**config.mk**
```make
export PLATFORM = sky130hd
export DESIGN_NAME = fetch_flat
export DESIGN_NICKNAME = d
export VERILOG_FILES = /design/src/verilog/isaPkg.sv /design/src/verilog/ctrlPkg.sv /design/src/verilog/ctrlIf.sv /design/src/verilog/fetch.sv /design/src/flat_wrapper.sv
export SDC_FILE = /design/constraint.sdc
export NUM_CORES = 2
export LEC_CHECK = 0
export BUFFER_PORTS_ARGS = -buffer_cell sky130_fd_sc_hd__buf_4
export CAP_MARGIN = 5
export CORE_MARGIN = 5
export CORE_UTILIZATION = 68
export DETAILED_ROUTE_END_ITERATION = 12
export PLACE_DENSITY_LB_ADDON = 0.12
export SYNTH_ARGS = -nofsm -noshare
export SYNTH_HDL_FRONTEND = slang
export SYNTH_SLANG_ARGS = --single-unit
export TNS_END_PERCENT = 30
```
**constraint.sdc**
```tcl
create_clock -name clk -period 5 [get_ports clk]
set_input_delay 0.25 -clock clk [delete_from_list [all_inputs] [get_ports clk]]
set_output_delay 0.25 -clock clk [all_outputs]
set_load 0.005 [all_outputs]
```
**src/verilog/isaPkg.sv**
```systemverilog
package isaPkg;

   // Data and instruction words share one width
   typedef logic [15:0] word_t;
   typedef logic [2:0]  regIdx_t;

   // Instruction fields
   typedef logic [1:0]  funct_t;
   typedef logic [4:0]  imm5_t;
   typedef logic [7:0]  imm8_t;
   typedef logic [10:0] imm11_t;

   // Major opcodes in instr[15:11]; any other code is illegal
   typedef enum logic [4:0] {
      opHalt  = 5'b00000,
      opNop   = 5'b00001,
      opJ     = 5'b00100,
      opAddi  = 5'b01000,
      opSubi  = 5'b01001,
      opXori  = 5'b01010,
      opAndni = 5'b01011,
      opBeqz  = 5'b01100,
      opBnez  = 5'b01101,
      opSt    = 5'b10000,
      opLd    = 5'b10001,
      opSlbi  = 5'b10010,
      opStu   = 5'b10011,
      opLbi   = 5'b11000,
      opRType = 5'b11011
   } opcode_t;

   // R-type function codes in instr[1:0]
   localparam funct_t functAdd  = 2'b00;
   localparam funct_t functSub  = 2'b01;
   localparam funct_t functXor  = 2'b10;
   localparam funct_t functAndn = 2'b11;

endpackage

```
**src/verilog/ctrlPkg.sv**
```systemverilog
package ctrlPkg;

   // Sub is operand B minus operand A
   typedef enum logic [2:0] {
      aluAdd,
      aluSub,
      aluXor,
      aluAndn,
      aluPassB,
      aluShiftLoad
   } aluOp_t;

   typedef enum logic [2:0] {
      immSign5,
      immZero5,
      immSign8,
      immZero8,
      immSign11
   } immKind_t;

   typedef enum logic [1:0] {
      wbAlu,
      wbMem,
      wbImm
   } wbSrc_t;

   typedef enum logic [1:0] {
      brNone,
      brEqz,
      brNez
   } branchCond_t;

   // Destination field: rs (LBI, SLBI, STU), rt (I-format), rd (R-format)
   typedef enum logic [1:0] {
      destRs,
      destRt,
      destRd
   } destSel_t;

endpackage

```
**src/verilog/ctrlIf.sv**
```systemverilog
interface ctrlIf
   import ctrlPkg::*;
();

   logic        regWrite;
   destSel_t    destSel;
   immKind_t    immKind;
   logic        aluSrcImm;
   aluOp_t      aluOp;
   logic        memRead;
   logic        memWrite;
   wbSrc_t      wbSrc;
   branchCond_t branchCond;
   logic        jump;
   logic        halt;
   logic        illegal;

   modport ctrl (
      output regWrite, destSel, immKind, aluSrcImm, aluOp, memRead, memWrite,
      output wbSrc, branchCond, jump, halt, illegal
   );

   modport fetchSide (input halt);

   modport decodeSide (input regWrite, destSel, immKind);

   // Memory strobes let execute tell address arithmetic from ADD/SUB
   modport execSide (input aluSrcImm, aluOp, branchCond, jump, memRead, memWrite);

   modport memSide (input memRead, memWrite, wbSrc);

endinterface

```
**src/verilog/fetch.sv**
```systemverilog
module fetch
   import isaPkg::*;
#(
   parameter int memAddrWidth = 8
) (
   input  logic                    clk,
   input  logic                    rst,
   input  logic                    imemWe,
   input  logic [memAddrWidth-1:0] imemWa,
   input  word_t                   imemWd,
   input  word_t                   nextPc,
   ctrlIf.fetchSide                ctl,
   output word_t                   instr,
   output word_t                   pcPlus1
);

   word_t pc;
   word_t imem [2**memAddrWidth];

   // Loader port only works while the core is held in reset
   always_ff @(posedge clk)
   begin
      if (rst && imemWe)
      begin
         imem[imemWa] <= imemWd;
      end
   end

   // PC freezes on HALT so the halt instruction stays fetched
   always_ff @(posedge clk)
   begin
      if (rst)
      begin
         pc <= '0;
      end
      else if (!ctl.halt)
      begin
         pc <= nextPc;
      end
   end

   // Word addressed, upper PC bits ignored
   assign instr   = imem[pc[memAddrWidth-1:0]];
   assign pcPlus1 = pc + word_t'(1);

endmodule

```
**src/flat_wrapper.sv**
```systemverilog
// flat-port wrapper written by rule: the top's interface ports become plain ports
module fetch_flat import isaPkg::*;
#(
   parameter int memAddrWidth = 8
)
  (clk, rst, imemWe, imemWa, imemWd, nextPc, instr, pcPlus1, ctl_halt);
  ctrlIf ctl_i ();
  input  logic clk;
  input  logic rst;
  input  logic imemWe;
  input  logic [memAddrWidth-1:0] imemWa;
  input  word_t imemWd;
  input  word_t nextPc;
  output word_t instr;
  output word_t pcPlus1;
  input wire logic [$bits(ctl_i.halt)-1:0] ctl_halt;
  assign ctl_i.halt = ctl_halt;
  fetch #(.memAddrWidth(memAddrWidth)) u_core (.clk(clk), .rst(rst), .imemWe(imemWe), .imemWa(imemWa), .imemWd(imemWd), .nextPc(nextPc), .ctl(ctl_i), .instr(instr), .pcPlus1(pcPlus1));
endmodule
```
==> summary.txt <==
Finish
  – Share of layout cells above drive strength 1: around 26%
  – Area growth syn-to-layout: 12.3%
  – Fillers: about 12,000
  – Net count, final: 8,140

Timing
  – Period utilization: 102%
  – RSZ-0062 raised after global routing: true
  – Hold_ws: 64.8 ps
  – Post-route minimum period: a little over 5000 ps
  – Final setup margin: -80.1 ps
  – Slew headroom: approximately 4.8%
  – Skew final: roughly 50 ps
  – Setup_tns: -144 ps
  – Worst Tran Pin Value: between 1000 and 1500 ps
  – # setup viols final: 4
  – Final Hold Fails: 0
  – Fmax: 197 MHz
  – Slew Viols, Final: 0

Floorplan
  – Die X: between 400 and 500 um
  – Die area: ~250,000 sq um
  – Core Box Area: around 240,000 sq um
  – Initial cell density of the core: 68.3%
  – Die Ht: 496 um
  – Rows: about 180
  – IO Pins: between 70 and 80

Yosys
  – Main synth FF type: edfxtp_1
  – Synth top area cells: edfxtp_1 77%, mux4_2 12%, mux2i_1 2.7%
  – EDFF count, synth: between 4,000 and 5,000
  – Syn nets: 7,548
  – Netlist cell types: 74
  – Most common cell in the netlist: edfxtp_1
  – Commonest cells post-synth: 4,096 x edfxtp_1, 848 x mux4_2, 441 x mux2i_1
  – Synthesized area: ~160,000 sq um
  – Synth Register Bits: 4,120
  – Sequential element share of the synthesized area: 76.9%
  – Ys Warns: 0
  – Synth area leader: edfxtp_1
  – Avg Synthesized Cell Area: approximately 21 sq um
  – Mapped Cells: approximately 7,500
  – Share of Yosys cell area claimed by the top area cell type: between 70% and 80%
  – Ys async rst share: 0%

Clock tree
  – CTS tree: done
  – Clk Latency, worst-skew pair: 990 ps
  – CTS HTree Levels: 5
  – TritonCTS Buffers: 405
  – CTS Sinks: just over 4,000
  – Clock Path Buffers: 4
  – Worst-path clk slew: around 60 ps
  – CTS root buffer: clkbuf_16

Setup path
  – CP required: roughly 4800 ps
  – Crit path launch type: flop
  – CP Capture Type: primary output
  – Reg2reg setup slack: roughly 3200 ps
  – Critical Path AT: 4830 ps
  – Critical path class: reg -> out
  – CP max FO: 15

Power and ir drop
  – Peak VDD IR: a little over 500 uV
  – Leak Pwr: 56.4 nW
  – PwrDens: about 400 nW/um^2

GRT
  – GRT overflow: 0
  – Initial antenna violation count: 23
  – Pin count of the biggest net entering global routing: roughly 220
  – Vias in the first global route: 82,300
  – Total GRT Usage: between 30% and 40%
  – Global-route wire length before repair: around 610,000 um

Route
  – First-pass DRT Iterations: 6
  – Vias per inst: around 7.3
  – Final wirelength: around 430,000 um
  – Initial DRC count: between 10,000 and 15,000
  – Post-DRT Antenna Nets: 0
  – Vias: around 84,000
  – WL per Instance: approximately 37 um
  – DRC: 0

Placement
  – Port bufs: 75
  – Dpl hpwl: about 250,000 um
  – Placer Congestion: ~0.96

Hold path
  – Worst Hold Class: in -> reg

Status
  – Violated checks: setup timing
  – Status: complete, but fails checks

Job
  – Number of max-cap violations: 0
[area by class of cell]
class                      instances  area (sq um)  share of cell area, %
tap                             3150          3940                   2.19
clock buffer                     490         10600                   5.87
antenna                           20          50.0                 0.0278
inverter                           5          31.3                 0.0174
sequential                      4120        123000                   68.5
clock inverter                   217          2000                   1.11
multi-input combinational       2925         34300                   19.0
timing repair buffer             638          5900                   3.27
[what timing repair did]
action | 4_1_cts | 5_1_grt
hold endpoints to repair | 1348 | 0
pin swaps | 1 | 1
hold buffers | 55 | 0
resized for setup | 27 | 15
endpoints found under the setup margin | 16 | 11
setup buffers | 2 | 0
[critical path: stages, from the launching register on]
cell and delay, ps:
dfxtp_4 460, nor2_2 670, buf_4 280, buf_4 180, a221oi_1 180, nand2_1 200
o2111ai_1 130, nor4b_1 600, nand4_1 490, nor3b_1 450, buf_4 180
[stage by stage]
stage / power (mW) / instance area (sq um) / worst slack, ps / util, % / instances
after detailed placement: 42.7 / 167000 / 17.7 / 70.9 / 10800
final: 71.5 / 180000 / -80.1 / 76.7 / 11600
after floorplan: 40.9 / 161000 / 2330 / - / 7503
after global routing: 73.3 / 180000 / -66.0 / 76.6 / 11500
after CTS: 71.6 / 180000 / 6.07 / 76.6 / 11500
after global placement: 42.6 / 167000 / 2.58 / 70.9 / 10800
[registers in the layout, summed over array words and instances (netlist names), named ones only]
register	flops
u_core.imem	4096
u_core.pc	16
[cell families (layout without fill, tap and decap cells)]
kind of cell | count (synthesis) | after routing | share of synthesized area [%]
AO/OA/AOI/OAI | 582 | 582 | 2.62
XOR/XNOR | 14 | 14 | 0.0764
adder cells (fa/ha/maj) | 1 | 1 | 0.00779
buffers and inverters | 458 | 1350 | 1.98
flip-flops | 4120 | 4120 | 76.9
multiplexers | 1392 | 1392 | 15.8
other | 0 | 20 | 0
AND/OR/NAND/NOR | 936 | 936 | 2.61
[final timing paths]
kind | from | to | depth (start not counted)
hold reg to reg | u_core.pc[1] | flop | 3
setup reg to reg | u_core.pc[5] | flop | 3
setup / recovery | flop | instr[4] | 10
hold / removal | imemWd[13] | u_core.imem[183][13] | 1
[where the power goes]
group	switching (mW)	internal, mW	total, mW
Combinational	2.61	1.45	4.07
Sequential	0.0392	38.0	38.1
Clock	12.5	16.8	29.4
[layout by cell type (no fill, tap or decap), drive strengths merged, types with 55 or more instances in the layout]
cell            n
a21oi          68
buf           580
clkbuf        493
clkinv        170
dlygate4sd3    55
edfxtp       4096
mux2           58
mux2i         441
mux4          893
nand2         228
nand3          86
nor2          413
nor3           71
o221ai         78
o22ai         167
[per-layer routing]
layer | vias to the layer above | part of all wire (%) | wire length (um) | track usage, %
met5 | - | 0.027 | 117 | 0
met4 | 14 | 4.9 | 21000 | 14.7
met3 | 1058 | 13 | 55400 | 8.70
met2 | 6859 | 47 | 206000 | 54.5
met1 | 43600 | 35 | 151000 | 50.6
li1 | 32600 | - | - | -
(Power assumes the default switching activity.)
