## src/verilog/isaPkg.sv

```systemverilog
package isaPkg;

   // Data and instruction words share one width
   typedef logic [15:0] word_t;
   typedef logic [2:0]  regIdx_t;

   // Instruction fields
   typedef logic [1:0]  funct_t;
   typedef logic [4:0]  imm5_t;
   typedef logic [7:0]  imm8_t;
   typedef logic [10:0] imm11_t;

   // Major opcodes in instr[15:11]; any other code is illegal
   typedef enum logic [4:0] {
      opHalt  = 5'b00000,
      opNop   = 5'b00001,
      opJ     = 5'b00100,
      opAddi  = 5'b01000,
      opSubi  = 5'b01001,
      opXori  = 5'b01010,
      opAndni = 5'b01011,
      opBeqz  = 5'b01100,
      opBnez  = 5'b01101,
      opSt    = 5'b10000,
      opLd    = 5'b10001,
      opSlbi  = 5'b10010,
      opStu   = 5'b10011,
      opLbi   = 5'b11000,
      opRType = 5'b11011
   } opcode_t;

   // R-type function codes in instr[1:0]
   localparam funct_t functAdd  = 2'b00;
   localparam funct_t functSub  = 2'b01;
   localparam funct_t functXor  = 2'b10;
   localparam funct_t functAndn = 2'b11;

endpackage

```

## src/verilog/ctrlPkg.sv

```systemverilog
package ctrlPkg;

   // Sub is operand B minus operand A
   typedef enum logic [2:0] {
      aluAdd,
      aluSub,
      aluXor,
      aluAndn,
      aluPassB,
      aluShiftLoad
   } aluOp_t;

   typedef enum logic [2:0] {
      immSign5,
      immZero5,
      immSign8,
      immZero8,
      immSign11
   } immKind_t;

   typedef enum logic [1:0] {
      wbAlu,
      wbMem,
      wbImm
   } wbSrc_t;

   typedef enum logic [1:0] {
      brNone,
      brEqz,
      brNez
   } branchCond_t;

   // Destination field: rs (LBI, SLBI, STU), rt (I-format), rd (R-format)
   typedef enum logic [1:0] {
      destRs,
      destRt,
      destRd
   } destSel_t;

endpackage

```

## src/verilog/ctrlIf.sv

```systemverilog
interface ctrlIf
   import ctrlPkg::*;
();

   logic        regWrite;
   destSel_t    destSel;
   immKind_t    immKind;
   logic        aluSrcImm;
   aluOp_t      aluOp;
   logic        memRead;
   logic        memWrite;
   wbSrc_t      wbSrc;
   branchCond_t branchCond;
   logic        jump;
   logic        halt;
   logic        illegal;

   modport ctrl (
      output regWrite, destSel, immKind, aluSrcImm, aluOp, memRead, memWrite,
      output wbSrc, branchCond, jump, halt, illegal
   );

   modport fetchSide (input halt);

   modport decodeSide (input regWrite, destSel, immKind);

   // Memory strobes let execute tell address arithmetic from ADD/SUB
   modport execSide (input aluSrcImm, aluOp, branchCond, jump, memRead, memWrite);

   modport memSide (input memRead, memWrite, wbSrc);

endinterface

```

## src/verilog/control.sv

```systemverilog
module control
   import isaPkg::*;
   import ctrlPkg::*;
(
   input  word_t instr,
   ctrlIf.ctrl   ctl
);

   opcode_t op;
   funct_t  funct;

   assign op    = opcode_t'(instr[15:11]);
   assign funct = instr[1:0];

   always_comb
   begin
      // Defaults describe a NOP
      ctl.regWrite   = 1'b0;
      ctl.destSel    = destRt;
      ctl.immKind    = immSign5;
      ctl.aluSrcImm  = 1'b0;
      ctl.aluOp      = aluPassB;
      ctl.memRead    = 1'b0;
      ctl.memWrite   = 1'b0;
      ctl.wbSrc      = wbAlu;
      ctl.branchCond = brNone;
      ctl.jump       = 1'b0;
      ctl.halt       = 1'b0;
      ctl.illegal    = 1'b0;

      case (op)
         opHalt:
         begin
            ctl.halt = 1'b1;
         end
         opNop:
         begin
            ctl.halt = 1'b0;
         end
         opAddi, opSubi, opXori, opAndni:
         begin
            ctl.regWrite  = 1'b1;
            ctl.aluSrcImm = 1'b1;
            // Logical immediates are zero extended
            ctl.immKind = (op == opXori || op == opAndni) ? immZero5 : immSign5;
            case (op)
               opSubi:  ctl.aluOp = aluSub;
               opXori:  ctl.aluOp = aluXor;
               opAndni: ctl.aluOp = aluAndn;
               default: ctl.aluOp = aluAdd;
            endcase
         end
         opRType:
         begin
            ctl.regWrite = 1'b1;
            ctl.destSel  = destRd;
            case (funct)
               functSub:  ctl.aluOp = aluSub;
               functXor:  ctl.aluOp = aluXor;
               functAndn: ctl.aluOp = aluAndn;
               default:   ctl.aluOp = aluAdd;
            endcase
         end
         opLbi:
         begin
            ctl.regWrite = 1'b1;
            ctl.destSel  = destRs;
            ctl.immKind  = immSign8;
            ctl.wbSrc    = wbImm;
         end
         opSlbi:
         begin
            ctl.regWrite  = 1'b1;
            ctl.destSel   = destRs;
            ctl.immKind   = immZero8;
            ctl.aluSrcImm = 1'b1;
            ctl.aluOp     = aluShiftLoad;
         end
         opLd:
         begin
            ctl.regWrite  = 1'b1;
            ctl.aluSrcImm = 1'b1;
            ctl.aluOp     = aluAdd;
            ctl.memRead   = 1'b1;
            ctl.wbSrc     = wbMem;
         end
         opSt, opStu:
         begin
            ctl.aluSrcImm = 1'b1;
            ctl.aluOp     = aluAdd;
            ctl.memWrite  = 1'b1;
            // STU also writes the effective address back to rs
            if (op == opStu)
            begin
               ctl.regWrite = 1'b1;
               ctl.destSel  = destRs;
            end
         end
         opBeqz, opBnez:
         begin
            ctl.immKind    = immSign8;
            ctl.branchCond = (op == opBeqz) ? brEqz : brNez;
         end
         opJ:
         begin
            ctl.immKind = immSign11;
            ctl.jump    = 1'b1;
         end
         default:
         begin
            ctl.illegal = 1'b1;
         end
      endcase
   end

endmodule

```

## src/flat_wrapper.sv

```systemverilog
// flat-port wrapper written by rule: the top's interface ports become plain ports
module control_flat import isaPkg::*; import ctrlPkg::*;
  (instr, ctl_regWrite, ctl_destSel, ctl_immKind, ctl_aluSrcImm, ctl_aluOp, ctl_memRead, ctl_memWrite, ctl_wbSrc, ctl_branchCond, ctl_jump, ctl_halt, ctl_illegal);
  ctrlIf ctl_i ();
  input  word_t instr;
  output wire logic [$bits(ctl_i.regWrite)-1:0] ctl_regWrite;
  output wire logic [$bits(ctl_i.destSel)-1:0] ctl_destSel;
  output wire logic [$bits(ctl_i.immKind)-1:0] ctl_immKind;
  output wire logic [$bits(ctl_i.aluSrcImm)-1:0] ctl_aluSrcImm;
  output wire logic [$bits(ctl_i.aluOp)-1:0] ctl_aluOp;
  output wire logic [$bits(ctl_i.memRead)-1:0] ctl_memRead;
  output wire logic [$bits(ctl_i.memWrite)-1:0] ctl_memWrite;
  output wire logic [$bits(ctl_i.wbSrc)-1:0] ctl_wbSrc;
  output wire logic [$bits(ctl_i.branchCond)-1:0] ctl_branchCond;
  output wire logic [$bits(ctl_i.jump)-1:0] ctl_jump;
  output wire logic [$bits(ctl_i.halt)-1:0] ctl_halt;
  output wire logic [$bits(ctl_i.illegal)-1:0] ctl_illegal;
  assign ctl_regWrite = ctl_i.regWrite;
  assign ctl_destSel = ctl_i.destSel;
  assign ctl_immKind = ctl_i.immKind;
  assign ctl_aluSrcImm = ctl_i.aluSrcImm;
  assign ctl_aluOp = ctl_i.aluOp;
  assign ctl_memRead = ctl_i.memRead;
  assign ctl_memWrite = ctl_i.memWrite;
  assign ctl_wbSrc = ctl_i.wbSrc;
  assign ctl_branchCond = ctl_i.branchCond;
  assign ctl_jump = ctl_i.jump;
  assign ctl_halt = ctl_i.halt;
  assign ctl_illegal = ctl_i.illegal;
  control u_core (.instr(instr), .ctl(ctl_i));
endmodule
```

## config.mk

```make
export PLATFORM = sky130hd
export DESIGN_NAME = control_flat
export DESIGN_NICKNAME = d
export VERILOG_FILES = /design/src/verilog/isaPkg.sv /design/src/verilog/ctrlPkg.sv /design/src/verilog/ctrlIf.sv /design/src/verilog/control.sv /design/src/flat_wrapper.sv
export SDC_FILE = /design/constraint.sdc
export NUM_CORES = 1
export LEC_CHECK = 0
export ABC_AREA = 0
export BUFFER_PORTS_ARGS = -buffer_cell sky130_fd_sc_hd__buf_2
export CAP_MARGIN = 30
export CORE_AREA = 10 10 47 49
export DETAILED_ROUTE_END_ITERATION = 8
export DIE_AREA = 0 0 57 59
export SLEW_MARGIN = 10
export SYNTH_ARGS = -nofsm -noshare
export SYNTH_HDL_FRONTEND = slang
export SYNTH_SLANG_ARGS = --single-unit
```

## constraint.sdc

```tcl
create_clock -name vclk -period 1.39
set_input_delay 0.3475 -clock vclk [all_inputs]
set_output_delay 0.3475 -clock vclk [all_outputs]
set_load 0.01 [all_outputs]
```

==> run summary <==
outcome -> complete, but fails checks
violated checks -> negative setup slack
classification of the worst setup path -> input port to output pin
post-route ant nets -> 0
total setup violations reported at the end of the flow -> 11
count of clock-net buffers in the final layout -> 0
leading area contributor after synthesis -> sky130_fd_sc_hd__nand2_1
Netlist cell types -> 29
cell types with the largest area share after synthesis -> sky130_fd_sc_hd__nand2_1 7.5%, sky130_fd_sc_hd__nand2b_1 7.2%, sky130_fd_sc_hd__buf_4 6.5%
final design utilization -> 0.631
FF+latch area -> 0 um2
max_slew headroom -> 0.857
final period utilization -> 1.06
worst hold endpoint -> ctl_aluOp[1]
global-route wire length before repair -> 2.48 mm
endpoints failing hold -> 0
cell type of the slowest stage on the worst timing path -> sky130_fd_sc_hd__a32oi_1
fin cells -> 113
fraction of final layout cells sized beyond drive strength 1 -> 0.742
worst path buffer plus inverter count -> 3
highest cell delay on the worst timing path -> 190 ps
Critical Path RT -> 1040 ps
unrepaired setup endpoints after global routing -> yes
overall fraction of global-route tracks in use -> 0.0856
fmax -> 0.680 GHz
maximum VDD drop -> 0.000140 V
setup ws final -> -81.3 ps
measured slew at the worst slew-check pin -> 213 ps
die span in x -> 57 um
Cell Area, Synth -> 349 um2
GPL Wtd Cong -> 0.759
category of cells accounting for the largest share of critical-path delay -> buffers and inverters
Hold Slack -> 1030 ps
area grow syn2layout -> 153%
initial standard-cell utilization of the core -> 0.249
number of max-capacitance violations reported -> 0
chip height -> 59 um
total instance count after detailed placement -> 105
initial antenna violation count -> 0
pin count of the biggest net entering global routing -> 10
full die area -> 3360 um2
Critical Path End Type -> output pin
synthesized netlist net count -> 68
standby leakage power -> 0.445 nW
min cycle time layout -> 1470 ps
number of buffers inserted by port buffering -> 26
overall via count from detail_route -> 541
routed vias/inst -> 4.79
largest fanout on the critical path -> 5
cell depth of the worst hold path -> 4
number of rows created at floorplan -> 14
total number of sequential cells -> 0
drt total wl -> 1.72 mm
Slew Viols, Final -> 0
Syn Inst Count -> 52
I/O pins -> 35
power per cell area -> 301 nW/um2
kind of start point of the critical path -> input port
Congestion Overflow GR -> 0
HPWL after DPL -> 1.05 mm
vias in the first global route -> 551
# DRC -> 0
count of inserted antenna diode cells -> 0
worst setup slack before clock tree synthesis -> -164 ps
wire length per cell -> 15.2 um
placeable core region -> 1400 um2
fraction of post-synthesis cell area in the top cell type by area -> 0.0753
post-synthesis sequential area ratio -> 0
Final #Nets -> 115
start point of the worst hold path -> instr[1]
iteration-0 DRC count of the detailed router -> 3
1st-pass router iterations -> 4
type of the most critical hold path -> input port to output pin
critical path cell sequence -> buf_12, buf_6, a21bo_1, a32oi_1, nor2_1, buf_2
number of warning messages in the yosys log -> 0
mean cell area of the mapped netlist -> 6.71 um2
CP Data Arrival Time -> 1120 ps
overall power of the completed layout -> 0.266 mW
[how the worst max path moves through the flow]
stage,from,endpoint,cells past startpoint
after floorplan,instr[13],ctl_wbSrc[0],5
after global placement,instr[15],ctl_aluOp[2],6
after detailed placement,instr[15],ctl_immKind[0],5
after CTS,instr[12],ctl_aluOp[0],6
after global routing,instr[11],ctl_immKind[0],5
final,instr[12],ctl_aluOp[0],6
[cells in the mapped netlist]
cell                       n
sky130_fd_sc_hd__nor2_1    2
sky130_fd_sc_hd__o32ai_2   1
sky130_fd_sc_hd__and2b_1   1
sky130_fd_sc_hd__buf_4     3
sky130_fd_sc_hd__and2_1    3
sky130_fd_sc_hd__buf_2     1
sky130_fd_sc_hd__nor3b_1   2
sky130_fd_sc_hd__a32oi_1   1
sky130_fd_sc_hd__buf_6     2
sky130_fd_sc_hd__o22a_1    1
sky130_fd_sc_hd__a211oi_1  1
sky130_fd_sc_hd__xor2_1    1
sky130_fd_sc_hd__a21bo_1   1
sky130_fd_sc_hd__o21a_1    1
sky130_fd_sc_hd__inv_2     1
sky130_fd_sc_hd__inv_1     1
sky130_fd_sc_hd__nor4_2    1
sky130_fd_sc_hd__nand2_1   7
sky130_fd_sc_hd__a21oi_1   2
sky130_fd_sc_hd__a22o_1    1
sky130_fd_sc_hd__nor3b_2   1
sky130_fd_sc_hd__o31ai_1   1
sky130_fd_sc_hd__a31oi_1   1
sky130_fd_sc_hd__nand2b_1  4
sky130_fd_sc_hd__xnor2_1   2
sky130_fd_sc_hd__nor3_1    4
sky130_fd_sc_hd__nor2b_1   2
sky130_fd_sc_hd__o21ai_1   2
sky130_fd_sc_hd__o22ai_1   1
[layout by cell type (no fill, tap or decap), drive strengths merged]
cell type and instances:
a21oi 2, o32ai 1, o21ai 2, and2 3, buf 50, xor2 1
nand2b 4, and2b 1, nor3 4, xnor2 2, nor2b 2, a31oi 1
a21bo 1, nor4 1, clkbuf 1, nand2 7, nor2 2, inv 2
o22ai 1, o31ai 1, nor3b 3, a32oi 1, o22a 1, a22o 1
o21a 1, a211oi 1
[routing by layer]
metal / global-route usage / part of all wire / up-vias / wire (um)
met5: 0 / 0 / - / 0
met4: 0.0268 / 0.032 / 0 / 55
met3: 0.0193 / 0.068 / 4 / 117
met2: 0.178 / 0.55 / 22 / 947
met1: 0.0785 / 0.35 / 239 / 602
li1: - / - / 276 / -
[stage by stage]
| step | cell area [um2] | TNS, ps |
|---|---|---|
| 6_report | 885 | -329 |
| 5_1_grt | 885 | -979 |
| 4_1_cts | 796 | -313 |
| 3_5_place_dp | 598 | -1900 |
| 3_3_place_gp | 598 | -1720 |
| 2_1_floorplan | 380 | 0 |
[logic make-up after synthesis]
kind of cell	synth area share
xor gates and xnor gates	0.0753
buffers and inverters	0.165
and+or+nand+nor	0.452
AOI/OAI and AO/OA	0.308
[report_power, final]
group / total, mW / internal (mW) / leakage, nW / switching, mW
logic: 0.266 / 0.153 / 0.445 / 0.113
clock network: 0 / 0 / 0 / 0
registers: 0 / 0 / 0 / 0
[what timing repair did]
action | in CTS | in global routing
buffers inserted | 5 | 1
pin swaps | 10 | 6
endpoints found under the setup margin | 18 | 17
endpoints found under the hold margin | 0 | 0
hold buffers | 0 | 0
gates cloned | 1 | 1
resized for setup | 33 | 11
[area by class of cell]
type	count	area [um2]
Multi-Input combinational cell	44	405
Tap cell	16	20.0
Timing Repair Buffer	51	452
Inverter	2	7.51
Fill cell	128	517
No activity file was read; power rests on OpenSTA's default activity.
