## src/verilog/isaPkg.sv

```systemverilog
package isaPkg;

   // Data and instruction words share one width
   typedef logic [15:0] word_t;
   typedef logic [2:0]  regIdx_t;

   // Instruction fields
   typedef logic [1:0]  funct_t;
   typedef logic [4:0]  imm5_t;
   typedef logic [7:0]  imm8_t;
   typedef logic [10:0] imm11_t;

   // Major opcodes in instr[15:11]; any other code is illegal
   typedef enum logic [4:0] {
      opHalt  = 5'b00000,
      opNop   = 5'b00001,
      opJ     = 5'b00100,
      opAddi  = 5'b01000,
      opSubi  = 5'b01001,
      opXori  = 5'b01010,
      opAndni = 5'b01011,
      opBeqz  = 5'b01100,
      opBnez  = 5'b01101,
      opSt    = 5'b10000,
      opLd    = 5'b10001,
      opSlbi  = 5'b10010,
      opStu   = 5'b10011,
      opLbi   = 5'b11000,
      opRType = 5'b11011
   } opcode_t;

   // R-type function codes in instr[1:0]
   localparam funct_t functAdd  = 2'b00;
   localparam funct_t functSub  = 2'b01;
   localparam funct_t functXor  = 2'b10;
   localparam funct_t functAndn = 2'b11;

endpackage

```

## src/verilog/ctrlPkg.sv

```systemverilog
package ctrlPkg;

   // Sub is operand B minus operand A
   typedef enum logic [2:0] {
      aluAdd,
      aluSub,
      aluXor,
      aluAndn,
      aluPassB,
      aluShiftLoad
   } aluOp_t;

   typedef enum logic [2:0] {
      immSign5,
      immZero5,
      immSign8,
      immZero8,
      immSign11
   } immKind_t;

   typedef enum logic [1:0] {
      wbAlu,
      wbMem,
      wbImm
   } wbSrc_t;

   typedef enum logic [1:0] {
      brNone,
      brEqz,
      brNez
   } branchCond_t;

   // Destination field: rs (LBI, SLBI, STU), rt (I-format), rd (R-format)
   typedef enum logic [1:0] {
      destRs,
      destRt,
      destRd
   } destSel_t;

endpackage

```

## src/verilog/ctrlIf.sv

```systemverilog
interface ctrlIf
   import ctrlPkg::*;
();

   logic        regWrite;
   destSel_t    destSel;
   immKind_t    immKind;
   logic        aluSrcImm;
   aluOp_t      aluOp;
   logic        memRead;
   logic        memWrite;
   wbSrc_t      wbSrc;
   branchCond_t branchCond;
   logic        jump;
   logic        halt;
   logic        illegal;

   modport ctrl (
      output regWrite, destSel, immKind, aluSrcImm, aluOp, memRead, memWrite,
      output wbSrc, branchCond, jump, halt, illegal
   );

   modport fetchSide (input halt);

   modport decodeSide (input regWrite, destSel, immKind);

   // Memory strobes let execute tell address arithmetic from ADD/SUB
   modport execSide (input aluSrcImm, aluOp, branchCond, jump, memRead, memWrite);

   modport memSide (input memRead, memWrite, wbSrc);

endinterface

```

## src/verilog/execute.sv

```systemverilog
module execute
   import isaPkg::*;
   import ctrlPkg::*;
(
   input  word_t   rsData,
   input  word_t   rtData,
   input  word_t   immExt,
   input  word_t   pcPlus1,
   ctrlIf.execSide ctl,
   output word_t   aluOut,
   output word_t   storeData,
   output word_t   nextPc,
   output logic    overflow
);

   word_t opA;
   word_t opB;
   logic  arithOvf;
   logic  taken;
   word_t target;

   assign opA = rsData;
   assign opB = ctl.aluSrcImm ? immExt : rtData;

   always_comb
   begin
      aluOut   = '0;
      arithOvf = 1'b0;
      case (ctl.aluOp)
         aluAdd:
         begin
            aluOut   = opA + opB;
            arithOvf = (opA[15] == opB[15]) && (aluOut[15] != opA[15]);
         end
         aluSub:
         begin
            // B minus A, overflow when signs differ and result flips from B
            aluOut   = opB - opA;
            arithOvf = (opA[15] != opB[15]) && (aluOut[15] != opB[15]);
         end
         aluXor:       aluOut = opA ^ opB;
         aluAndn:      aluOut = opA & ~opB;
         aluPassB:     aluOut = opB;
         aluShiftLoad: aluOut = {opA[7:0], 8'h00} | opB;
         default:      aluOut = '0;
      endcase
   end

   // Address adds for LD, ST and STU never flag err
   assign overflow = arithOvf && !ctl.memRead && !ctl.memWrite;

   // ST and STU store rt; the rs update for STU comes from aluOut
   assign storeData = rtData;

   always_comb
   begin
      case (ctl.branchCond)
         brEqz:   taken = (rsData == '0);
         brNez:   taken = (rsData != '0);
         default: taken = 1'b0;
      endcase
   end

   // Branch and J offsets are relative to the following word
   assign target = pcPlus1 + immExt;
   assign nextPc = (taken || ctl.jump) ? target : pcPlus1;

endmodule

```

## src/flat_wrapper.sv

```systemverilog
// flat-port wrapper written by rule: the top's interface ports become plain ports
module execute_flat import isaPkg::*; import ctrlPkg::*;
  (rsData, rtData, immExt, pcPlus1, aluOut, storeData, nextPc, overflow, ctl_aluSrcImm, ctl_aluOp, ctl_branchCond, ctl_jump, ctl_memRead, ctl_memWrite);
  ctrlIf ctl_i ();
  input  word_t rsData;
  input  word_t rtData;
  input  word_t immExt;
  input  word_t pcPlus1;
  output word_t aluOut;
  output word_t storeData;
  output word_t nextPc;
  output logic overflow;
  input wire logic [$bits(ctl_i.aluSrcImm)-1:0] ctl_aluSrcImm;
  input wire logic [$bits(ctl_i.aluOp)-1:0] ctl_aluOp;
  input wire logic [$bits(ctl_i.branchCond)-1:0] ctl_branchCond;
  input wire logic [$bits(ctl_i.jump)-1:0] ctl_jump;
  input wire logic [$bits(ctl_i.memRead)-1:0] ctl_memRead;
  input wire logic [$bits(ctl_i.memWrite)-1:0] ctl_memWrite;
  assign ctl_i.aluSrcImm = ctl_aluSrcImm;
  assign ctl_i.aluOp = ctl_aluOp;
  assign ctl_i.branchCond = ctl_branchCond;
  assign ctl_i.jump = ctl_jump;
  assign ctl_i.memRead = ctl_memRead;
  assign ctl_i.memWrite = ctl_memWrite;
  execute u_core (.rsData(rsData), .rtData(rtData), .immExt(immExt), .pcPlus1(pcPlus1), .ctl(ctl_i), .aluOut(aluOut), .storeData(storeData), .nextPc(nextPc), .overflow(overflow));
endmodule
```

## config.mk

```make
export PLATFORM = sky130hd
export DESIGN_NAME = execute_flat
export DESIGN_NICKNAME = d
export VERILOG_FILES = /design/src/verilog/isaPkg.sv /design/src/verilog/ctrlPkg.sv /design/src/verilog/ctrlIf.sv /design/src/verilog/execute.sv /design/src/flat_wrapper.sv
export SDC_FILE = /design/constraint.sdc
export NUM_CORES = 1
export LEC_CHECK = 0
export BUFFER_PORTS_ARGS = -buffer_cell sky130_fd_sc_hd__buf_2
export CORE_MARGIN = 4
export CORE_UTILIZATION = 54
export DETAILED_ROUTE_END_ITERATION = 7
export PLACE_DENSITY = 0.88
export SYNTH_ARGS = -nofsm -noshare
export SYNTH_HDL_FRONTEND = slang
export SYNTH_SLANG_ARGS = --single-unit
```

## constraint.sdc

```tcl
create_clock -name vclk -period 4.6
set_clock_uncertainty 0.15 [all_clocks]
set_input_delay 0.23 -clock vclk [all_inputs]
set_output_delay 0.23 -clock vclk [all_outputs]
set_load 0.03 [all_outputs]
```

==> out/metrics.cfg, run 1 <==
[place]
place_area_um2 = 4060
port_buffers = 122
finalWeightedCongestion = 1.02
detailed_place_hpwl_mm = 10.1

[finish]
area_delta_synth_final_pct = 14.2
nClkBuffers = 0
fin_area_um2 = 4060
multi_input_area_um2 = 3150
design.seq.count = 0
antenna_cells = 0
layout.nets = 744
seqCellArea_um2 = 0
drive_gt1_frac = 0.238
fillers = 602
post-route-util = 0.636

[die]
start_util = 0.557
fp.dieH_um = 89.1
rows = 29
io-pin-count = 122
die_area_um2 = 7950
core_um2 = 6390
die_w_um = 89.1

[timing]
tightest_slew_ps = 762
max_clock_freq_mhz = 243
drv_slew = 0
setup_violations = 0
rsz0062_at_grt = no
finalCritPeriodShare = 0.894
period_minus_slack_ps = 4110
slew_headroom = 0.492
whs_ps = 575
hold_viol_final = 0
tns_ps = 0

[grt]
grt_antenna_before_repair = 0
grt_pass1_vias = 3888
grt_overflow = 0
grt_max_degree = 40
grt_use_total = 0.289
grt_pass1_wl_mm = 18.5

[logic_synthesis]
synth_most_common_cell = ha_1
synth_common_cells = ha_1 (61), nor2_1 (58), a21oi_1 (53)
yosysSeqAreaShare = 0
synthCells = 521
yosysTopAreaCellShare = 0.215
yosys.cell_types.count = 59
syn_area_um2 = 3550
synth_top_cell_by_area = ha_1
synth-warning-count = 0
syn_nets = 658
synth_area_leaders = ha_1 (21%), a21oi_1 (7.5%), nor2_1 (6.1%)
avgSynthCellArea_um2 = 6.82

[critical_path]
crit_buf_inv = 4
path_max_fanout = 11
cp-endpoint = aluOut[15]
path_class = in2out
cp_top_family = compound AO/OA/AOI/OAI gates
cp-end-kind = output port
max_stage_delay_ps = 670
start_kind = input pin
cp.arrival_ps = 3730
critPathLaunch = ctl_aluSrcImm
crit_path_cell_trace = buf_2, buf_4, mux2i_1, inv_1, ha_1, nor4_1, nand2_1, a2111oi_1, o32ai_2, xnor2_1, o31ai_2, buf_2
required_ps = 4220
cp.depth = 12
critPathMostFrequentCell = buf_2
crit_slowest_cell = a2111oi_1

[drt]
wl_per_cell_um = 18.0
dr.pass1.iters = 5
drt-total-wl_mm = 12.3
drc = 0
vias = 4353
vias_per_cell = 6.38
drtIter0Drc = 294
antenna_left = 0

[clocking]
holdBufCountCts = 0
postCtsResizedCells = 0
cts_setup_buffers = 0

[run_status]
status = complete, no violations

[pwr]
ir_drop_mv = 0.149
p_leak_nw = 2.04
power.density_nw_per_um2 = 175

[min_path]
min_path_type = in2out

[run]
maxCapViolCount = 0

where the power goes:
group | switching [mW] | internal, mW | total (mW)
Combinational | 0.447 | 0.263 | 0.710
Clock | 0 | 0 | 0
Sequential | 0 | 0 | 0
how the worst min path moves through the flow:
stage / start / endpoint / slack, ps / depth (start not counted)
2_1_floorplan: rtData[0] / storeData[0] / 440 / 1
3_3_place_gp: rtData[3] / storeData[3] / 580 / 2
6_report: rtData[12] / storeData[12] / 570 / 2
3_5_place_dp: rtData[12] / storeData[12] / 580 / 2
4_1_cts: rtData[12] / storeData[12] / 580 / 2
5_1_grt: rtData[0] / storeData[0] / 580 / 2
cell type report:
class              count  area share
inverters             49      0.0453
multi-input cells    431       0.775
well taps             77      0.0237
repair buffers       125       0.156
cell families after synthesis:
logic type      Yosys count  share of synthesized area
buf+inv                  90                      0.115
simple gates            141                      0.185
fa+ha+maj                64                      0.232
compound gates          177                      0.332
xor+xnor                 25                     0.0616
mux                      24                     0.0750
cell usage in the layout (no fill, tap or decap), drive strengths merged, types with 4 or more instances in the layout:
cell type	Yosys	layout
buf	23	125
a31oi	8	8
o22ai	11	11
xor2	5	5
nor4	8	8
xnor2	20	20
a221o	4	4
o21bai	4	4
o221ai	4	4
a21o	10	10
o211ai	6	6
nor2	58	58
o21ai	30	30
nand2	29	29
ha	61	61
nor2b	5	5
or3	5	5
mux2	11	11
mux2i	12	12
nor3	9	9
o31a	4	4
nand2b	13	13
nand4	6	6
a211oi	5	5
inv	49	49
o21a	8	8
a21oi	53	53
through the flow:
stage                     instances  worst slack [ps]  power (mW)
after floorplan                 521               166       0.517
after global placement          682               619       0.681
after detailed placement        682               602       0.694
after CTS                       682               559       0.698
after global routing            682               279       0.763
final                           682               487       0.710
layer usage:
| layer | wire length [um] | up-vias | share of wire | track usage |
|---|---|---|---|---|
| met5 | 0 | - | 0 | 0 |
| met4 | 282 | 0 | 0.023 | 0.0677 |
| met3 | 1210 | 23 | 0.098 | 0.0194 |
| met2 | 5690 | 248 | 0.46 | 0.507 |
| met1 | 5090 | 2046 | 0.41 | 0.384 |
| li1 | - | 2036 | - | - |
(Power assumes the default switching activity.)
==> run 2: changes to the inputs <==
==> constraint.sdc (replaced) <==
create_clock -name vclk -period 4.6
set_clock_uncertainty 0.15 [all_clocks]
set_input_delay 1.38 -clock vclk [all_inputs]
set_output_delay 1.38 -clock vclk [all_outputs]
set_load 0.03 [all_outputs]
==> out/metrics.cfg, run 2 <==
[logic_synthesis]
syn_nets = 658  ; unchanged
synthCells = 521  ; unchanged
syn_area_um2 = 3550  ; unchanged
synth_most_common_cell = ha_1  ; unchanged
yosysSeqAreaShare = 0  ; unchanged
synth-warning-count = 0  ; unchanged
synth_area_leaders = ha_1 (21%), a21oi_1 (7.5%), nor2_1 (6.1%)  ; unchanged
yosysTopAreaCellShare = 0.215  ; unchanged
yosys.cell_types.count = 59  ; unchanged
synth_top_cell_by_area = ha_1  ; unchanged
synth_common_cells = ha_1 (61), nor2_1 (58), a21oi_1 (53)  ; unchanged
avgSynthCellArea_um2 = 6.82  ; unchanged

[clocking]
postCtsResizedCells = 185  ; was 0
holdBufCountCts = 0  ; unchanged
cts_setup_buffers = 32  ; was 0

[die]
rows = 29  ; unchanged
die_w_um = 89.1  ; unchanged
io-pin-count = 122  ; unchanged
start_util = 0.557  ; unchanged
fp.dieH_um = 89.1  ; unchanged

[place]
detailed_place_hpwl_mm = 15.1  ; was 10.1 mm
port_buffers = 122  ; unchanged
pre_cts_ws_ps = -1290  ; was 602 ps
finalWeightedCongestion = 1.06  ; was 1.02

[run_status]
stop_stage = 4_1_cts
status = aborted with a tool error  ; was complete, no violations
stop_error = [ERROR DPL-0038] Utilization greater than 100%, impossible to legalize

## run 2: cell counts after synthesis
No cell type changed its count.
## run 2: stage by stage
| stage | area [um2] | utilization | TNS (ps) | cells |
|---|---|---|---|---|
| after global placement | 5660 | 0.886 | -19690 | 854 |
| after floorplan | 3900 | - | -11070 | 521 |
| after detailed placement | 5660 | 0.886 | -23690 | 854 |
## run 2: logic make-up after synthesis
kind of cell / synth area share
simple gates: 0.185
compound gates: 0.332
buf+inv: 0.115
mux: 0.0750
fa+ha+maj: 0.232
xor+xnor: 0.0616
==> run 3: changes to the inputs <==
CORE_UTILIZATION = 40   (was 54)
PLACE_DENSITY = not set   (was 0.88)
PLACE_DENSITY_LB_ADDON = 0.15   (was not set)
==> out/metrics.cfg, run 3 (same netlist as run 1, synthesis figures left out) <==
[run]
maxCapViolCount = 0

[critical_path]
cp-end-kind = output port
cp_top_family = compound AO/OA/AOI/OAI gates
cp.arrival_ps = 4090
crit_path_cell_trace = buf_8, buf_12, mux2_4, inv_1, ha_4, fa_2, nor2b_1, o31a_1, o21ai_2, a21oi_2, or3_1, o21ai_2, xnor2_1, a221o_2, buf_6
max_stage_delay_ps = 350
start_kind = input pin
crit_slowest_cell = a221o_2
required_ps = 3070
cp.depth = 15
path_max_fanout = 8
path_class = in2out
critPathMostFrequentCell = o21ai_2
crit_buf_inv = 4

[pwr]
totalPowerFinal_mw = 1.23
switching_share = 0.518
ir_drop_mv = 0.155
p_leak_nw = 3.29
p_switching_mw = 0.638
pwr-share-seq = 0
power_frac_clock = 0
intPower_mw = 0.594
power.density_nw_per_um2 = 177
combPwrFrac = 1.000

[grt]
grt_overflow = 0
grt_pass1_wl_mm = 26.5
grt_use_total = 0.317
grt_max_degree = 23
grt_antenna_before_repair = 0
grt_pass1_vias = 5218

[finish]
nClkBuffers = 0
layout.nets = 941
antenna_cells = 0
design.seq.count = 0
seqCellArea_um2 = 0
area_delta_synth_final_pct = 96.1
stdcell_count = 910
fillers = 551
drive_gt1_frac = 0.582
final_cell_mix = buf_4 (176), buf_2 (84), buf_6 (57)
final_common_cell = buf_4

[die]
core_um2 = 8680
die_w_um = 102  ; was 89.1 um
io-pin-count = 122  ; unchanged
start_util = 0.410  ; was 0.557
fp.dieH_um = 102  ; was 89.1 um
rows = 34  ; was 29
die_area_um2 = 10500

[timing]
period_minus_slack_ps = 5620
whs_ps = 2890
hold_viol_final = 0
slew_headroom = 0.691
setup_violations = 32
tightest_slew_ps = 457
rsz0062_at_grt = yes
drv_slew = 0
max_clock_freq_mhz = 178
worst_slack_ps = -1020
finalCritPeriodShare = 1.22

[place]
finalWeightedCongestion = 0.962  ; was 1.06
port_buffers = 122  ; unchanged
place_inst = 888  ; was 854
detailed_place_hpwl_mm = 12.8  ; was 15.1 mm

[drt]
dr.pass1.iters = 5
wl_per_cell_um = 20.6
vias = 5339
drc = 0
vias_per_cell = 5.87
drtIter0Drc = 300
antenna_left = 0
drt-total-wl_mm = 18.8

[min_path]
min_path_type = in2out
min_to = storeData[12]
whs_path_depth = 2
holdCritStartpoint = rtData[12]

[run_status]
status = finished, violations left  ; was aborted with a tool error
violations = negative setup slack

[clocking]
holdBufCountCts = 0  ; unchanged

[run 3: how the worst max path moves through the flow]
stage | from | to | slack [ps]
2_1_floorplan | ctl_aluSrcImm | aluOut[15] | -990
3_3_place_gp | ctl_aluSrcImm | aluOut[13] | -1230
3_5_place_dp | ctl_aluSrcImm | aluOut[15] | -1260
4_1_cts | ctl_aluSrcImm | aluOut[10] | -980
5_1_grt | ctl_aluSrcImm | aluOut[15] | -1090
6_report | ctl_aluSrcImm | aluOut[10] | -1020
[run 3: through the flow]
step / area, um2 / worst slack, ps / TNS, ps / utilization
2_1_floorplan: 3900 / -989 / -11070 / -
3_3_place_gp: 5720 / -1230 / -18990 / 0.659
3_5_place_dp: 5720 / -1260 / -20060 / 0.659
4_1_cts: 6600 / -980 / -14510 / 0.760
5_1_grt: 6970 / -1090 / -19500 / 0.803
6_report: 6970 / -1020 / -17480 / 0.803
[run 3: layout make-up]
type                            count  area (um2)  share of cell area
Multi-Input combinational cell    431        4180               0.599
Timing Repair Buffer              322        2470               0.355
Tap cell                          108         135              0.0194
Inverter                           49         186              0.0267
[run 3: layer usage]
layer  wire length (um)  share of wire  global-route usage  vias to the layer above
li1                   -              -                   -                     2453
met5                  0              0                   0                        -
met1               6810           0.36               0.374                     2503
met4               1230          0.065               0.115                        0
met2               9520           0.51               0.587                      286
met3               1240          0.066              0.0355                       97
[run 3: power groups by stage]
stage               Clock (mW)  Sequential (mW)  Combinational (mW)
floorplan                    0                0               0.577
global placement             0                0               0.923
detailed placement           0                0               0.933
CTS                          0                0                1.11
global route                 0                0                1.30
finish                       0                0                1.23
[run 3: repair_timing]
item | CTS | global route
setup buffers | 18 | 12
cloned | 1 | 0
resized for setup | 170 | 69
setup endpoints to repair | 32 | 32
pin swaps | 68 | 35
==> run 4: changes to the inputs <==
CORE_MARGIN = not set   (was 4)
GPL_TIMING_DRIVEN = 0   (was not set)
clock period = 5.4 ns   (was 4.6 ns; I/O delays follow)
==> out/metrics.cfg, run 4 (same netlist as run 1, synthesis figures left out) <==
[run_status]
status = finished, violations left  ; unchanged
violations = negative setup slack  ; unchanged

[finish]
fillers = 728  ; was 551
antenna_cells = 0  ; unchanged
nClkBuffers = 0  ; unchanged
stdcell_count = 797  ; was 910
multi_input_area_um2 = 4100  ; was 4180 um2
final_common_cell = buf_2  ; was buf_4
seqCellArea_um2 = 0  ; unchanged
layout.nets = 828  ; was 941
area_delta_synth_final_pct = 65.9  ; was 96.1%
final_cell_mix = buf_2 (95), buf_4 (61), nor2_1 (52)  ; was buf_4 (176), buf_2 (84), buf_6 (57)
drive_gt1_frac = 0.480  ; was 0.582
design.seq.count = 0  ; unchanged

[timing]
setup_violations = 17  ; was 32
slew_headroom = 0.512  ; was 0.691
tightest_slew_ps = 732  ; was 457 ps
worst_slack_ps = -811  ; was -1020 ps
max_clock_freq_mhz = 161
period_minus_slack_ps = 6210
tns_ps = -8940  ; was -17480 ps
rsz0062_at_grt = yes  ; unchanged
drv_slew = 0  ; unchanged
hold_viol_final = 0  ; unchanged
finalCritPeriodShare = 1.15

[pwr]
ir_drop_mv = 0.0888  ; was 0.155 mV
power.density_nw_per_um2 = 153  ; was 177 nW/um2
p_leak_nw = 2.65  ; was 3.29 nW

[place]
place_inst = 750  ; was 888
finalWeightedCongestion = 0.929  ; was 0.962
pre_cts_ws_ps = -1160  ; was -1260 ps
port_buffers = 121  ; was 122
detailed_place_hpwl_mm = 10.7  ; was 12.8 mm

[grt]
grt_use_total = 0.297  ; was 0.317
grt_pass1_wl_mm = 21.6  ; was 26.5 mm
grt_antenna_before_repair = 0  ; unchanged
grt_max_degree = 13  ; was 23
grt_pass1_vias = 4408  ; was 5218
grt_overflow = 0  ; unchanged

[critical_path]
path_max_fanout = 6  ; was 8
cp-end-kind = output port  ; unchanged
max_stage_delay_ps = 390  ; was 350 ps
crit_slowest_cell = fa_2  ; was a221o_2
critPathMostFrequentCell = buf_6  ; was o21ai_2
path_class = in2out  ; unchanged
start_kind = input pin  ; unchanged
cp.arrival_ps = 4440  ; was 4090 ps
crit_path_cell_trace = clkbuf_16, buf_12, mux2_4, ha_4, fa_2, nand2b_4, a21oi_4, o31a_1, o22a_2, buf_6, o221ai_2, xnor2_1, a221o_2, buf_6  ; was buf_8, buf_12, mux2_4, inv_1, ha_4, fa_2, nor2b_1, o31a_1, o21ai_2, a21oi_2, or3_1, o21ai_2, xnor2_1, a221o_2, buf_6
required_ps = 3630  ; was 3070 ps

[drt]
dr.pass1.iters = 5  ; unchanged
vias_per_cell = 5.95  ; was 5.87
antenna_left = 0  ; unchanged
wl_per_cell_um = 19.2  ; was 20.6 um
drtIter0Drc = 287  ; was 300
drt-total-wl_mm = 15.3  ; was 18.8 mm
vias = 4740  ; was 5339
drc = 0  ; unchanged

[die]
die_w_um = 96.3  ; was 102 um
fp.dieH_um = 96.3  ; was 102 um
rows = 34  ; unchanged
core_um2 = 8680  ; unchanged
start_util = 0.410  ; unchanged
die_area_um2 = 9270  ; was 10500 um2
io-pin-count = 122  ; unchanged

[min_path]
min_path_type = in2out  ; unchanged

[run]
maxCapViolCount = 0  ; unchanged

[run 4: cell count changes in the layout (fill, tap and decap cells not counted), moves of 4 or more]
cell,previous run,this run
nor2_1,46,52
a21oi_2,19,11
nor2_4,6,2
clkbuf_1,0,7
buf_6,57,32
a21oi_1,31,38
buf_4,176,61
buf_2,84,95
clkbuf_4,0,4
a211oi_2,4,0
[run 4: metal layers]
layer,share of wire,vias up,routed length (um),GRT usage
li1,-,2209,-,-
met1,0.40,2245,6070,0.385
met2,0.50,240,7630,0.537
met3,0.063,46,967,0.00869
met4,0.040,0,604,0.0784
met5,0,-,0,0
[run 4: worst max-delay path: cells and delay by family]
family	cells	cell delay, ps
muxes	1	340
AOI/OAI and AO/OA	5	1140
buffers and inverters	4	560
and+or+nand+nor	1	100
xor gates and xnor gates	1	100
adders and majority gates	2	560
[run 4: repair_timing]
item                                    4_1_cts  5_1_grt
endpoints found under the setup margin       30       25
hold buffers                                  0        0
pin swaps                                    56       59
cloned                                        1        0
gates resized for setup                     122       90
buffers inserted                             32       25
[run 4: path summary, 6_finish.rpt]
check	to	from	slack, ps	cells past startpoint
worst max-delay path	aluOut[8]	ctl_aluSrcImm	-810	14
worst min-delay path	nextPc[15]	pcPlus1[15]	3390	3
[run 4: where the power goes]
part	internal, mW	switching [mW]	total, mW
sequential	0	0	0
combinational	0.407	0.498	0.904
clock	0	0	0
total	0.407	0.498	0.904
[run 4: area by class of cell]
type | instances | area share
Timing Repair Buffer | 174 | 0.207
Buffer | 35 | 0.0433
Tap cell | 108 | 0.0229
Inverter | 49 | 0.0312
Multi-Input combinational cell | 431 | 0.696
[run 4: through the flow]
stage	hold WS (ps)	utilization	cell area, um2	power [mW]
2_1_floorplan	3220	-	3830	0.481
3_3_place_gp	3410	0.527	4570	0.640
3_5_place_dp	3420	0.527	4570	0.648
4_1_cts	3380	0.611	5300	0.775
5_1_grt	3400	0.679	5900	0.957
6_report	3390	0.679	5900	0.904
